### config.mk
export PLATFORM = sky130hd
export DESIGN_NAME = credit_link
export DESIGN_NICKNAME = d
export VERILOG_FILES = /design/src/credit_pkg.sv /design/src/credit_counter.sv /design/src/credit_sender.sv /design/src/credit_fifo.sv /design/src/credit_link.sv
export SDC_FILE = /design/constraint.sdc
export NUM_CORES = 1
export LEC_CHECK = 0
export ABC_AREA = 1
export BUFFER_PORTS_ARGS = -buffer_cell sky130_fd_sc_hd__buf_2
export CAP_MARGIN = 10
export CORE_MARGIN = 3
export CORE_UTILIZATION = 53
export DETAILED_ROUTE_END_ITERATION = 16
export PLACE_DENSITY = 0.75
export RECOVER_POWER = 100
export SYNTH_ARGS = -nofsm -noshare
export SYNTH_HDL_FRONTEND = slang
export SYNTH_SLANG_ARGS = --single-unit
### constraint.sdc
create_clock -name clk -period 1.9 [get_ports clk]
set_input_delay 0 -clock clk [delete_from_list [all_inputs] [get_ports clk]]
set_output_delay 0 -clock clk [all_outputs]
set_load 0.01 [all_outputs]
### src/credit_pkg.sv
`default_nettype none

// Shared definitions for the credit-based flit link
package credit_pkg;

  // ------------------------------------------------------------------
  // Link sizing
  // ------------------------------------------------------------------

  // Receive buffer entries, which is also the credit count at reset
  // Six is deliberately not a power of two so the pointers need wrap correction
  localparam int LINK_DEPTH = 6;

  // A credit counter or fill level spans 0..LINK_DEPTH inclusive
  localparam int CNT_W = $clog2(LINK_DEPTH + 1);

  // A buffer pointer spans 0..LINK_DEPTH-1, never narrower than one bit
  localparam int PTR_W = (LINK_DEPTH > 1) ? $clog2(LINK_DEPTH) : 1;

  // Flit field widths
  localparam int TAG_W  = 4;
  localparam int DATA_W = 16;

  // ------------------------------------------------------------------
  // Flit format
  // ------------------------------------------------------------------

  // One flit as it travels from the producer through the link register
  // into the receive buffer and out to the consumer
  // The tag sits in the upper bits, the data below it, 20 bits in total
  typedef struct packed {
    // Small identifier, handy for following a flit through a waveform
    logic [TAG_W-1:0]  tag;
    // Payload word
    logic [DATA_W-1:0] data;
  } flit_t;

endpackage : credit_pkg

`default_nettype wire

### src/credit_counter.sv
`timescale 1ns/1ns
`default_nettype none

// Up/down counter moving by at most one per cycle
// The value can wrap around 0 and MAX_VALUE (inclusive), with an explicit
// correction step when MAX_VALUE+1 is not a power of two
// value_next exposes the value of the next cycle, so other logic can act on
// it without waiting for the register
// A reinit loads initial_value, and a change in the same cycle is applied on
// top of initial_value instead of the old value
module credit_counter #(
  // Largest value the counter may hold, inclusive
  parameter int MAX_VALUE = 1,
  // When set, the counter wraps at 0 and MAX_VALUE, otherwise it must stay in range
  parameter bit ENABLE_WRAP = 1'b1,
  // Width of the value, wide enough for MAX_VALUE
  parameter int VALUE_W = 1
) (
  input  logic               clk,
  input  logic               rst_n,
  input  logic               reinit,
  input  logic [VALUE_W-1:0] initial_value,
  input  logic               incr_valid,
  input  logic               decr_valid,
  output logic [VALUE_W-1:0] value,
  output logic [VALUE_W-1:0] value_next
);

  // ------------------------------------------------------------------
  // Derived constants
  // ------------------------------------------------------------------

  // One extra bit catches both overflow past MAX_VALUE and underflow below 0
  localparam int TEMP_W = VALUE_W + 1;
  localparam logic [TEMP_W-1:0] MAX_EXT = TEMP_W'(MAX_VALUE);
  localparam logic [TEMP_W-1:0] MAX_P1 = TEMP_W'(MAX_VALUE + 1);
  // When MAX_VALUE+1 is a power of two, truncation wraps for free
  localparam bit MAX_P1_POW2 = (MAX_P1 & MAX_EXT) == '0;

  // ------------------------------------------------------------------
  // Next value
  // ------------------------------------------------------------------

  logic [VALUE_W-1:0] base;
  logic [TEMP_W-1:0]  value_temp;
  logic               load_en;

  // Reinit swaps the base so that a same-cycle change lands on initial_value
  assign base = reinit ? initial_value : value;

  // An underflow shows up as a large number with the extra bit set
  assign value_temp = {1'b0, base} + TEMP_W'(incr_valid) - TEMP_W'(decr_valid);

  // The register only moves when something asks it to
  assign load_en = reinit | incr_valid | decr_valid;

  if (ENABLE_WRAP && !MAX_P1_POW2) begin : g_wrap_fix
    logic               net_decr;
    logic               out_of_range;
    logic [TEMP_W-1:0]  value_wrapped;

    // With unit steps, a net decrement means exactly one decr and no incr
    assign net_decr     = decr_valid & ~incr_valid;
    assign out_of_range = value_temp > MAX_EXT;

    // Below zero folds up to MAX_VALUE, above MAX_VALUE folds down to zero
    always_comb begin
      value_wrapped = value_temp;
      if (out_of_range && net_decr) begin
        value_wrapped = value_temp + MAX_P1;
      end else if (out_of_range) begin
        value_wrapped = value_temp - MAX_P1;
      end
    end

    assign value_next = value_wrapped[VALUE_W-1:0];
  end else begin : g_plain
    // Either natural power-of-two wrap or no wrap at all
    assign value_next = value_temp[VALUE_W-1:0];

    if (!ENABLE_WRAP) begin : g_range_check
      // Without wrap, a change that leaves 0..MAX_VALUE is a caller error
      a_no_overflow: assert property (@(posedge clk) disable iff (!rst_n)
        value_temp <= MAX_EXT)
        else $error("credit_counter: change leaves 0..%0d", MAX_VALUE);
    end
  end

  // ------------------------------------------------------------------
  // State register
  // ------------------------------------------------------------------

  // Reset loads the same initial value that reinit uses
  always_ff @(posedge clk) begin
    if (!rst_n) begin
      value <= initial_value;
    end else if (load_en) begin
      value <= value_next;
    end
  end

  // ------------------------------------------------------------------
  // Checks
  // ------------------------------------------------------------------

  a_value_in_range: assert property (@(posedge clk) disable iff (!rst_n)
    value <= MAX_EXT)
    else $error("credit_counter: value above %0d", MAX_VALUE);

  // The look-ahead must match what the register actually captures
  a_next_propagates: assert property (@(posedge clk) disable iff (!rst_n)
    $past(rst_n) |-> value == $past(value_next))
    else $error("credit_counter: value does not follow value_next");

endmodule : credit_counter

`default_nettype wire

### src/credit_sender.sv
`timescale 1ns/1ns
`default_nettype none

// Sending side of the link
// Holds one credit per free receive buffer entry, spends a credit on each
// push, and gets it back when the receiver pops the entry
module credit_sender import credit_pkg::*; (
  input  logic             clk,
  input  logic             rst_n,
  input  logic             push,
  input  flit_t            push_flit,
  input  logic             flush,
  input  logic             credit_return,
  output logic             link_valid,
  output flit_t            link_flit,
  output logic             credit_avail,
  output logic [CNT_W-1:0] credit_count
);

  logic [CNT_W-1:0] count_next;

  // ------------------------------------------------------------------
  // Credit counter
  // ------------------------------------------------------------------

  // Starts full at LINK_DEPTH and never wraps
  // Flush refills it, and a push in the flush cycle still spends a credit
  credit_counter #(
    .MAX_VALUE   (LINK_DEPTH),
    .ENABLE_WRAP (1'b0),
    .VALUE_W     (CNT_W)
  ) credit_cnt_i (
    .clk           (clk),
    .rst_n         (rst_n),
    .reinit        (flush),
    .initial_value (CNT_W'(LINK_DEPTH)),
    .incr_valid    (credit_return),
    .decr_valid    (push),
    .value         (credit_count),
    .value_next    (count_next)
  );

  // Registered from the look-ahead so it lines up with credit_count
  // and the producer sees a clean flop output
  always_ff @(posedge clk) begin
    if (!rst_n) begin
      credit_avail <= (LINK_DEPTH != 0);
    end else begin
      credit_avail <= (count_next != '0);
    end
  end

  // ------------------------------------------------------------------
  // Link register
  // ------------------------------------------------------------------

  // The valid pulse follows the push by one cycle
  always_ff @(posedge clk) begin
    if (!rst_n) begin
      link_valid <= 1'b0;
    end else begin
      link_valid <= push;
    end
  end

  // Payload only loads on a push
  always_ff @(posedge clk) begin
    if (push) begin
      link_flit <= push_flit;
    end
  end

  // Push is not gated here, so a push without credit would overrun the receiver
  a_push_has_credit: assert property (@(posedge clk) disable iff (!rst_n)
    push |-> credit_avail && credit_count != '0)
    else $error("credit_sender: push issued with no credit left");

endmodule : credit_sender

`default_nettype wire

### src/credit_fifo.sv
`timescale 1ns/1ns
`default_nettype none

// Receive side of the link
// A circular buffer of LINK_DEPTH entries whose pointers and fill level are
// all built from the shared counter, with one credit sent back per pop
module credit_fifo import credit_pkg::*; (
  input  logic             clk,
  input  logic             rst_n,
  input  logic             flush,
  input  logic             link_valid,
  input  flit_t            link_flit,
  input  logic             pop,
  output logic             pop_valid,
  output flit_t            pop_flit,
  output logic [CNT_W-1:0] fill_level,
  output logic             credit_return
);

  logic [PTR_W-1:0] wr_ptr;
  logic [PTR_W-1:0] rd_ptr;
  logic [CNT_W-1:0] fill_next;
  logic             pop_accept;
  flit_t            mem [LINK_DEPTH];

  // A pop that meets a flush is dropped, the flush empties the buffer anyway
  assign pop_accept = pop & ~flush;

  // ------------------------------------------------------------------
  // Pointers and fill level
  // ------------------------------------------------------------------

  // Both pointers wrap at LINK_DEPTH-1 with the non-power-of-two correction
  credit_counter #(
    .MAX_VALUE   (LINK_DEPTH - 1),
    .ENABLE_WRAP (1'b1),
    .VALUE_W     (PTR_W)
  ) wr_ptr_i (
    .clk           (clk),
    .rst_n         (rst_n),
    .reinit        (flush),
    .initial_value ('0),
    .incr_valid    (link_valid),
    .decr_valid    (1'b0),
    .value         (wr_ptr),
    .value_next    ()
  );

  credit_counter #(
    .MAX_VALUE   (LINK_DEPTH - 1),
    .ENABLE_WRAP (1'b1),
    .VALUE_W     (PTR_W)
  ) rd_ptr_i (
    .clk           (clk),
    .rst_n         (rst_n),
    .reinit        (flush),
    .initial_value ('0),
    .incr_valid    (pop_accept),
    .decr_valid    (1'b0),
    .value         (rd_ptr),
    .value_next    ()
  );

  // Fill level tells full from empty when the pointers are equal
  credit_counter #(
    .MAX_VALUE   (LINK_DEPTH),
    .ENABLE_WRAP (1'b0),
    .VALUE_W     (CNT_W)
  ) fill_i (
    .clk           (clk),
    .rst_n         (rst_n),
    .reinit        (flush),
    .initial_value ('0),
    .incr_valid    (link_valid),
    .decr_valid    (pop_accept),
    .value         (fill_level),
    .value_next    (fill_next)
  );

  // ------------------------------------------------------------------
  // Storage and outputs
  // ------------------------------------------------------------------

  always_ff @(posedge clk) begin
    if (link_valid) begin
      mem[wr_ptr] <= link_flit;
    end
  end

  // Head entry is shown without a register stage
  assign pop_flit = mem[rd_ptr];

  // Taken from the look-ahead so it rises with the first stored entry
  always_ff @(posedge clk) begin
    if (!rst_n) begin
      pop_valid     <= 1'b0;
      credit_return <= 1'b0;
    end else begin
      pop_valid     <= (fill_next != '0);
      credit_return <= pop_accept;
    end
  end

  // Credits should make a write into a full buffer impossible
  a_no_write_when_full: assert property (@(posedge clk) disable iff (!rst_n)
    link_valid |-> fill_level < CNT_W'(LINK_DEPTH))
    else $error("credit_fifo: write arrived with the buffer full");

  a_no_pop_when_empty: assert property (@(posedge clk) disable iff (!rst_n)
    pop |-> pop_valid)
    else $error("credit_fifo: pop issued with the buffer empty");

  // The three counters run separately and must agree modulo the depth
  a_ptrs_match_fill: assert property (@(posedge clk) disable iff (!rst_n)
    (int'(wr_ptr) + LINK_DEPTH - int'(rd_ptr)) % LINK_DEPTH
      == int'(fill_level) % LINK_DEPTH)
    else $error("credit_fifo: pointers disagree with fill level");

endmodule : credit_fifo

`default_nettype wire

### src/credit_link.sv
`timescale 1ns/1ns
`default_nettype none

// Top level of the credit-based flit link
// The sender drives the one-cycle link register into the receive buffer,
// and the buffer hands a credit back for every entry popped
module credit_link import credit_pkg::*; (
  input  logic             clk,
  input  logic             rst_n,
  input  logic             push,
  input  flit_t            push_flit,
  input  logic             flush,
  input  logic             pop,
  output logic             credit_avail,
  output logic [CNT_W-1:0] credit_count,
  output logic             pop_valid,
  output flit_t            pop_flit,
  output logic [CNT_W-1:0] fill_level
);

  // ------------------------------------------------------------------
  // Link between the two sides
  // ------------------------------------------------------------------

  logic  link_valid;
  flit_t link_flit;
  logic  credit_return;

  credit_sender credit_sender_i (
    .clk           (clk),
    .rst_n         (rst_n),
    .push          (push),
    .push_flit     (push_flit),
    .flush         (flush),
    .credit_return (credit_return),
    .link_valid    (link_valid),
    .link_flit     (link_flit),
    .credit_avail  (credit_avail),
    .credit_count  (credit_count)
  );

  credit_fifo credit_fifo_i (
    .clk           (clk),
    .rst_n         (rst_n),
    .flush         (flush),
    .link_valid    (link_valid),
    .link_flit     (link_flit),
    .pop           (pop),
    .pop_valid     (pop_valid),
    .pop_flit      (pop_flit),
    .fill_level    (fill_level),
    .credit_return (credit_return)
  );

  // A quiet cycle before flush means no flit is on the link register and no
  // credit is on its way back, so both sides can restart from LINK_DEPTH
  a_flush_quiet: assert property (@(posedge clk) disable iff (!rst_n)
    flush && $past(rst_n) |-> $past(!push && !pop))
    else $error("credit_link: flush without a quiet cycle before it");

endmodule : credit_link

`default_nettype wire

# [Word level (Yosys, flattened, before mapping)]
# Memories as Yosys holds them, arrays and structs flattened. A register that Yosys moved wholly into a read port is not among the register bits.
# Cells that the tools add are included.
[classes] add_sub_neg=8 multipliers=0 div=0 order_cmp=2 n_eq_ne=0 n_shift=0 mux=10 bitwise=7 n_reduce_logical=2
[op_table] operator="3-bit two-way mux" count=8
[op_table] operator="3-bit by 1-bit adder with 4-bit output" count=2
[op_table] operator="4-bit by 3-bit > comparator with 1-bit output (second input constant)" count=2
[op_table] operator="3-bit by 1-bit adder with 3-bit output" count=2
[op_table] operator="3-bit nonzero test" count=2
[op_table] operator="3-bit by 1-bit subtractor with 3-bit output" count=2
[op_table] operator="3-bit subtractor (second input constant)" count=2
[op_table] operator="1-bit OR" count=5
[op_table] operator="1-bit two-way mux" count=2
[op_table] operator="1-bit bitwise AND" count=1
[op_table] operator="1-bit NOT" count=1
[totals] ff_bits=36 latchBits=0 ramBits=120 mem_bits_ro=0 output_inout_bits=28 wordCells=40 n_memories=1
[memory_table] name="credit_fifo_i.mem" depth=6 width=20 rd=1 rd_clocked_by_memory_dff=1 write_ports=1 line_no="credit_fifo.sv:24" text="flit_t mem [LINK_DEPTH];"

# [Longest topological paths before layout]
# Gate-level depths: netlist of the first run.
[depth] ltp_word=7 depth_mapped=12

# [Cells and area by module]
# A second synthesis of the first run with hierarchy kept.
[unflattened] hier_cells=625 area_unflattened_um2=6970.4
[modules_own_cells] module="credit_fifo" n_inst=1 cells_per_inst=387 area_per_inst_um2=4875.9
[modules_own_cells] module="credit_sender" n_inst=1 cells_per_inst=30 area_per_inst_um2=670.6
[modules_own_cells] module="credit_counter (credit_fifo_i.fill_i ...)" n_inst=2 cells_per_inst=46 area_per_inst_um2=305.3
[modules_own_cells] module="credit_counter (credit_fifo_i.rd_ptr_i)" n_inst=1 cells_per_inst=58 area_per_inst_um2=422.9
[modules_own_cells] module="credit_counter (credit_fifo_i.wr_ptr_i)" n_inst=1 cells_per_inst=58 area_per_inst_um2=390.4

# [Worst setup path before layout of the first run]
# No wires, ideal clock.
[synth_timing] kind="reg-to-reg" startpoint="reg credit_fifo_i.wr_ptr_i.value[2]" endpoint="mem credit_fifo_i.mem[2][0] (netlist name), enable pin" setup_ns=0.397 arrival_ns=1.370 t_required_ns=1.503 slack_ns=0.134 path_stages_with_launch=4 n_path_buf=0 period_less_slack_ns=1.766 cell_sequence="dfxtp_1 > inv_1 > nand2_1 > nor2_1"
[synth_rtl] element="from (decl)" line_no="credit_counter.sv:25" text="output logic [VALUE_W-1:0] value,"
[synth_rtl] element="from (signal assigned)" line_no="credit_counter.sv:96" text="value <= initial_value;"
[synth_rtl] element="from (signal assigned)" line_no="credit_counter.sv:98" text="value <= value_next;"
[synth_rtl] element="to (decl)" line_no="credit_fifo.sv:24"
# Straight into the memory's write port.

# [Final worst setup path of the first run]
[layout_timing] startpoint="in flush" endpoint="reg credit_fifo_i.pop_valid"
[layout_between] elab_chain_cells=4
[layout_rtl] element="from (decl)" line_no="credit_link.sv:12" text="input logic flush,"
[layout_rtl] element="3-bit two-way mux or 1-bit NOT (tied branches)" line_no="credit_counter.sv:49, credit_fifo.sv:27"
[layout_rtl] element="3-bit by 1-bit adder with 3-bit output or 1-bit bitwise AND (tied branches)" line_no="credit_counter.sv:52, credit_fifo.sv:27"
[layout_rtl] element="3-bit by 1-bit subtractor with 3-bit output (*)" line_no="credit_counter.sv:52" text="assign value_temp = {1'b0, base} + TEMP_W'(incr_valid) - TEMP_W'(decr_valid);"
[layout_rtl] element="via credit_fifo_i.fill_i.value_next[1]" line_no="credit_counter.sv:26" text="output logic [VALUE_W-1:0] value_next"
[layout_rtl] element="3-bit nonzero test (*)" line_no="credit_fifo.sv:99" text="pop_valid <= (fill_next != '0);"
[layout_rtl] element="to (signal assigned)" line_no="credit_fifo.sv:99"
[layout_rtl] element="to (decl)" line_no="credit_fifo.sv:14" text="output logic pop_valid,"
# Mark *: on every way through the listed nets, which the timed path passes. The rest lies on a longest branch.
# A chain may end at the register's enable or synchronous reset.

==> results.json, run 1 <==
{
  "status": "finished with violations",
  "violations": "capacitance limit, slew limit",
  "die-height_um": 115.2,
  "rr_worst_depth": 9,
  "achievable-frequency_mhz": 559.1,
  "setup_viol": 0,
  "max-clock-path-buffers": 2,
  "report.final.slew_viol_count": 23,
  "worst_pin_slew_ps": 1561,
  "clk_transition_reported_paths_ps": 60,
  "routed-via-count": 4171,
  "cp_num_buf_inv": 5,
  "yosys-top-cells-area": "edfxtp_1, nand2_1, dfxtp_1, nand3_1, o21ai_0",
  "number_of_enable_type_register_cells_in_the_synthesized_netlist": 140,
  "first_global_vias": 4122,
  "worst_slew_margin_rel": -0.04044,
  "yosys.area.top_type_share": 0.6657,
  "final_antenna_net_count": 0,
  "die_footprint_mm2": 0.01326,
  "layout-area-overhead-vs-synth_pct": 17.81,
  "worst_ep_arrival_time_ps": 2110,
  "avgSynthCellArea_um2": 12.03,
  "floorplan.rows": 39,
  "yosysWarnings": 0,
  "hpwl_um": 7054,
  "hold_path_class": "input pin to flip-flop",
  "cp_data_required_time_ps": 2220,
  "final_core_util": 0.6460,
  "muxShareOfSynthArea": 0,
  "top_count_cell_post_synth": "edfxtp_1",
  "crit_path_max_incr_delay_ps": 540,
  "worst-setup-path-type": "input pin to flip-flop",
  "grt.overflow.total": 0,
  "yosysTopAreaCell": "edfxtp_1",
  "post_synth_instance_area_mm2": 0.006315,
  "r2r_slack_ps": 170,
  "ys_top_cells_by_count": "edfxtp_1, nand2_1, nand3_1",
  "antenna_found_initial": 0,
  "worst_ir_drop_vdd_uv": 680.1,
  "post_route_cells_drive_above_1_share": 0.1256,
  "endpoint_kind": "flip-flop",
  "filler_cell_count": 845,
  "route.detailed.wl_per_inst_um": 16.90,
  "cap_viol_max_count": 1,
  "gr-usage-all-layers": 0.2060,
  "synth-async-reset-ratio": 0,
  "clock-root-buffer": "clkbuf_16",
  "r2r_start": "credit_fifo_i.fill_i.value[0]$_SDFFE_PN0P_",
  "initial_utilization": 0.5483,
  "io-pin-count": 53,
  "yosys.cell_types.count": 28,
  "syn_nets": 560,
  "maximum_number_of_pins_on_one_net_before_global_route_repair": 61,
  "insertedDiodeCount": 0,
  "largest_family_of_logic_cells_by_synthesized_area": "simple AND/OR/NAND/NOR gates",
  "grt_pass1_wl_um": 20360,
  "synth-seq-cells": 159,
  "setup-tns-final_ps": 0,
  "power.density_mw_per_mm2": 1034,
  "min_from": "push_flit[4]",
  "vias_per_cell": 5.459,
  "clock_tree_from_tritoncts": "yes",
  "setup_repair_after_global_routing_missed_its_margin": "false",
  "timing.hold.worst_endpoint": "credit_sender_i.link_flit[4]$_DFFE_PP_",
  "final.min_clock_period_ps": 1789,
  "timing.critical_path.fanout_max": 13,
  "cp_cell_sequence": "dlygate4sd3_1, clkbuf_4, inv_2, nand2_1, ha_1, inv_1, ha_1, fa_1, nor2_1, nand3_1, nand2_1, inv_1",
  "drt-initial-drc-count": 492,
  "nNetsFinal": 643,
  "r2r-end": "credit_fifo_i.pop_valid$_SDFF_PN0_",
  "share_of_the_synthesized_area_in_compound_gates_ao_oa_aoi_oai": 0.04874,
  "timing.final.crit_share": 0.9414,
  "critPathLaunchType": "input pin",
  "path_delay_family": "buffers and inverters",
  "static_leakage_nw": 2.812,
  "holdPathStages": 2,
  "synth-xor-area-share": 0,
  "portBuffers": 52,
  "synth-adder-area-share": 0.02219,
  "crit_path_top_delay_cell": "dlygate4sd3_1",
  "gpl.final_weighted_congestion": 0.7406,
  "cts_num_sinks": 159,
  "synth_simple_gate_area_share": 0.1603,
  "cts_buffers": 17,
  "fin_worst_skew_ps": 7.577,
  "cts.htree.levels": 4,
  "netlist_instances": 525,
  "clock_latency_ps": 420,
  "final_hold_viol_count": 0,
  "synth-seq-area-share": 0.7260,
  "drt_wl_total_um": 12910,
  "design.core.area_mm2": 0.01152,
  "die_x_um": 115.2,
  "ys.flop_type": "edfxtp_1",
  "post-route-drc-count": 0,
  "drtPass1Iterations": 5
}
## state kept, by name (all words and copies together) (netlist names), named ones only
register / flops
credit_fifo_i.mem: 120
credit_sender_i.link_flit: 20
credit_fifo_i.fill_i.value: 3
credit_fifo_i.rd_ptr_i.value: 3
credit_fifo_i.wr_ptr_i.value: 3
credit_sender_i.credit_cnt_i.value: 3
credit_fifo_i.credit_return: 1
credit_fifo_i.pop_valid: 1
credit_sender_i.credit_avail: 1
credit_sender_i.link_valid: 1
## stage by stage
stage | worst slack (ps) | std cells | power [mW] | cell area (um^2) | hold slack (ps)
6_report | 111.3 | 764 | 7.691 | 7440 | 287.7
4_1_cts | 23.18 | 764 | 7.734 | 7490 | 144.0
3_5_place_dp | 183.8 | 709 | 4.673 | 6716 | 178.1
2_1_floorplan | 133.8 | 525 | 4.444 | 6315 | 93.45
5_1_grt | 2.757 | 764 | 7.960 | 7440 | 281.9
3_3_place_gp | 221.3 | 709 | 4.646 | 6716 | 176.0
## layout make-up
type,instances,area (um^2),share of cell area
flip-flops and latches,159,4588,0.6167
multi-input cells,307,1451,0.1951
repair buffers,88,549.3,0.07383
clock buffers,20,436.7,0.05869
inverters,35,138.9,0.01867
clock inverters,12,96.34,0.01295
well taps,143,178.9,0.02405
## repair_timing
item	in CTS	in global routing
hold endpoints to repair	36	0
endpoints found under the setup margin	19	18
pin swaps	0	0
buffers inserted	0	0
hold buffers	23	0
gates resized for setup	3	5
## where the power goes
| part | total [mW] | internal, mW | switching, mW | leakage, nW |
|---|---|---|---|---|
| sequential | 4.04 | 3.95 | 0.0915 | 1.44 |
| combinational | 0.585 | 0.215 | 0.370 | 1.12 |
| clock | 3.06 | 1.78 | 1.28 | 0.249 |
| total | 7.69 | 5.95 | 1.74 | 2.81 |
## routing by layer
layer  wire [um]  up-vias  global-route usage  share of wire
li1            -     1992                   -              -
met1        5081     2004              0.2464           0.39
met2        6703      154              0.3503           0.52
met3         887       21             0.06263          0.069
met4         239        0             0.08216          0.019
met5           0        -                   0              0
## cell families (layout without fill, tap and decap cells)
family,Yosys count,count (layout)
buffers and inverters,59,155
DFF,159,159
adders and majority gates,10,10
and+or+nand+nor,238,238
AOI/OAI and AO/OA,59,59
## placed cells by master, fill, tap and decap left out, types with 2 or more instances in the layout
cell / n
ha_1: 8
a21oi_1: 7
buf_4: 5
o21ai_0: 34
nor2_2: 2
inv_1: 32
inv_2: 2
o21ai_1: 15
clkinvlp_4: 5
nand3_1: 72
fa_1: 2
nor3_1: 2
buf_2: 23
edfxtp_1: 140
nand4_1: 2
nor2_1: 41
nand2_1: 116
clkbuf_16: 17
dfxtp_1: 18
clkbuf_1: 28
clkbuf_2: 10
clkinv_2: 5
dlygate4sd3_1: 23
## worst max-delay path by stage
stage | slack, ps | startpoint | end | cells after the start
finish | 110 | flush | credit_fifo_i.pop_valid$_SDFF_PN0_ | 12
global route | 3 | flush | credit_fifo_i.pop_valid$_SDFF_PN0_ | 11
CTS | 20 | flip-flop | pop_flit[14] | 6
detailed placement | 180 | credit_fifo_i.fill_i.value[0]$_SDFFE_PN0P_ | credit_fifo_i.pop_valid$_SDFF_PN0_ | 9
global placement | 220 | credit_fifo_i.fill_i.value[0]$_SDFFE_PN0P_ | credit_fifo_i.pop_valid$_SDFF_PN0_ | 9
floorplan | 130 | credit_fifo_i.wr_ptr_i.value[2]$_SDFFE_PN0P_ | credit_fifo_i.mem[2][0]$_DFFE_PP_ | 3
Note: power is estimated with default switching activity, not from simulation.
==> run 2: changes to the inputs <==
--- a/config.mk
+++ b/config.mk
@@ -6,7 +6,7 @@
 export NUM_CORES = 1
 export LEC_CHECK = 0
 export ABC_AREA = 1
-export BUFFER_PORTS_ARGS = -buffer_cell sky130_fd_sc_hd__buf_2
+export BUFFER_PORTS_ARGS = -buffer_cell sky130_fd_sc_hd__buf_4
 export CAP_MARGIN = 10
 export CORE_MARGIN = 3
 export CORE_UTILIZATION = 53
==> results.json, run 2 (synthesis results as in run 1) <==
{
  "status": "finished with violations",
  "violations": "capacitance limit",
  "timing.final.ws_setup_ps": 130.0,
  "final_hold_viol_count": 0,
  "worst_ep_arrival_time_ps": 2080,
  "largest_register_ff_count": 120,
  "fin_worst_skew_ps": 9.164,
  "ff_latch_area_mm2": 0.004586,
  "max-clock-path-buffers": 2,
  "final.min_clock_period_ps": 1770,
  "maximum_number_of_pins_on_one_net_before_global_route_repair": 61,
  "report.final.slew_viol_count": 0,
  "layout.cells.most_common_list": "edfxtp_1, nand2_1, nand3_1",
  "gpl.final_weighted_congestion": 0.7353,
  "comb_power_share": 0.076,
  "static_leakage_nw": 2.874,
  "die-height_um": 115.2,
  "grt.overflow.total": 0,
  "gr-usage-all-layers": 0.2041,
  "worst_slew_margin_rel": 0.004562,
  "final_common_cell": "edfxtp_1",
  "r2r_start": "credit_fifo_i.fill_i.value[0]$_SDFFE_PN0P_",
  "worst_setup_path_startpoint": "pop",
  "worst-setup-path-type": "input pin to flip-flop",
  "insertedDiodeCount": 0,
  "route.detailed.wl_per_inst_um": 16.55,
  "timing.final.crit_share": 0.9316,
  "timing.critical_path.fanout_max": 5,
  "grt_pass1_wl_um": 20100,
  "clock_tree_from_tritoncts": "yes",
  "nNetsFinal": 645,
  "cts_buffers": 17,
  "endpoint_kind": "flip-flop",
  "area_of_the_multi_input_gates_mm2": 0.001456,
  "final.hold.worst_slack_ps": 323.4,
  "die_x_um": 115.2,
  "cp_data_required_time_ps": 2210,
  "rr_worst_depth": 9,
  "initial_utilization": 0.5483,
  "filler_cell_count": 843,
  "top_register": "credit_fifo_i.mem",
  "worst_ir_drop_vdd_uv": 780.9,
  "cp_cell_sequence": "dlygate4sd3_1, clkbuf_4, inv_2, nor2_1, ha_1, inv_1, ha_1, fa_1, nor2_1, nand3_1, nand2_1, inv_1",
  "cp.depth": 12,
  "drt_wl_total_um": 12680,
  "r2r-end": "credit_fifo_i.pop_valid$_SDFF_PN0_",
  "post-route-drc-count": 0,
  "biggestRegsByFlops": "credit_fifo_i.mem (120), credit_sender_i.link_flit (20)",
  "cts.htree.levels": 4,
  "crit_path_max_incr_delay_ps": 540,
  "worst_pin_slew_ps": 1493,
  "cap_viol_max_count": 1,
  "hpwl_um": 7166,
  "layout-area-overhead-vs-synth_pct": 20.21,
  "path_delay_family": "adder cells",
  "power_frac_clock": 0.419,
  "post_route_cells_drive_above_1_share": 0.1300,
  "routed-via-count": 4110,
  "cts_num_sinks": 159,
  "cp_endpoint": "credit_fifo_i.pop_valid$_SDFF_PN0_",
  "achievable-frequency_mhz": 565.0,
  "crit_path_top_delay_cell": "dlygate4sd3_1",
  "setup-tns-final_ps": 0,
  "clock_latency_ps": 420,
  "final_antenna_net_count": 0,
  "design.core.area_mm2": 0.01152,
  "power.density_mw_per_mm2": 1052,
  "share_seq_of_total_power": 0.505,
  "io-pin-count": 53,
  "antenna_found_initial": 0,
  "die_footprint_mm2": 0.01326,
  "internal-power_mw": 6.253,
  "min_from": "push_flit[18]",
  "drtPass1Iterations": 5,
  "postCtsSetupBuffers": 0,
  "setup_viol": 0,
  "vias_per_cell": 5.366,
  "first_global_vias": 4097,
  "swShare": 0.2174,
  "portBuffers": 52,
  "drt-initial-drc-count": 435,
  "r2r_slack_ps": 150,
  "critPathLaunchType": "input pin",
  "cp_num_buf_inv": 5,
  "switching_power_mw": 1.737,
  "hold_path_class": "input pin to flip-flop",
  "setup_repair_after_global_routing_missed_its_margin": "false",
  "final_core_util": 0.6592,
  "clock-root-buffer": "clkbuf_16",
  "post-place-ws_ps": 162.0,
  "clk_transition_reported_paths_ps": 60,
  "floorplan.rows": 39
}
[run 2: cell types whose count changed in the layout (fill, tap and decap cells not counted), sizes merged]
cell         delta
buf            -15
clkbuf         +20
clkinv          -3
clkinvlp        -1
dlygate4sd3     +1
[run 2: timing repair]
item / CTS / global route
hold endpoints to repair: 37 / 0
cloned: 0 / 0
hold buffers: 24 / 0
endpoints found under the setup margin: 1 / 11
resized for setup: 1 / 3
[run 2: cell type report]
| type | count | area share |
|---|---|---|
| flip-flops and latches | 159 | 0.6041 |
| inverters | 35 | 0.01797 |
| repair buffers | 90 | 0.08340 |
| multi-input cells | 307 | 0.1919 |
| well taps | 143 | 0.02357 |
| clock inverters | 8 | 0.009890 |
| clock buffers | 24 | 0.06923 |
[run 2: how the worst min path moves through the flow]
stage	cells after the start	endpoint	slack, ps
final	2	credit_sender_i.link_flit[18]$_DFFE_PP_	320
after detailed placement	1	credit_sender_i.link_flit[6]$_DFFE_PP_	180
after global routing	2	credit_sender_i.link_flit[12]$_DFFE_PP_	310
after global placement	1	credit_sender_i.link_flit[3]$_DFFE_PP_	180
after CTS	4	credit_sender_i.link_valid$_SDFF_PN0_	120
after floorplan	2	credit_sender_i.link_valid$_SDFF_PN0_	90
[run 2: worst register-to-register path: stages (launching register included)]
cell and delay (ps):
dfxtp_1 350, nand2_1 70, ha_1 270, inv_1 40, ha_1 180, fa_1 450, nor2_1 100, nand3_1 80
nand2_1 70, inv_1 50
[run 2: power by group through the flow]
stage	clock [mW]	combinational, mW	sequential, mW
after floorplan	0	0.357	4.09
after global placement	0	0.605	4.10
after detailed placement	0	0.627	4.11
after CTS	3.40	0.669	4.03
after global routing	3.53	0.682	4.05
final	3.34	0.610	4.03
[run 2: routing by layer]
layer,track usage,wire length (um),share of wire
met1,0.2436,5259,0.41
met2,0.3484,6612,0.52
met3,0.06000,576,0.045
met4,0.08216,228,0.018
met5,0,0,0
[run 2: through the flow]
stage	cell area (um^2)	power [mW]	std cells
finish	7591	7.989	766
detailed placement	6854	4.733	710
global route	7591	8.259	766
global placement	6854	4.702	710
CTS	7699	8.102	766
floorplan	6315	4.444	525
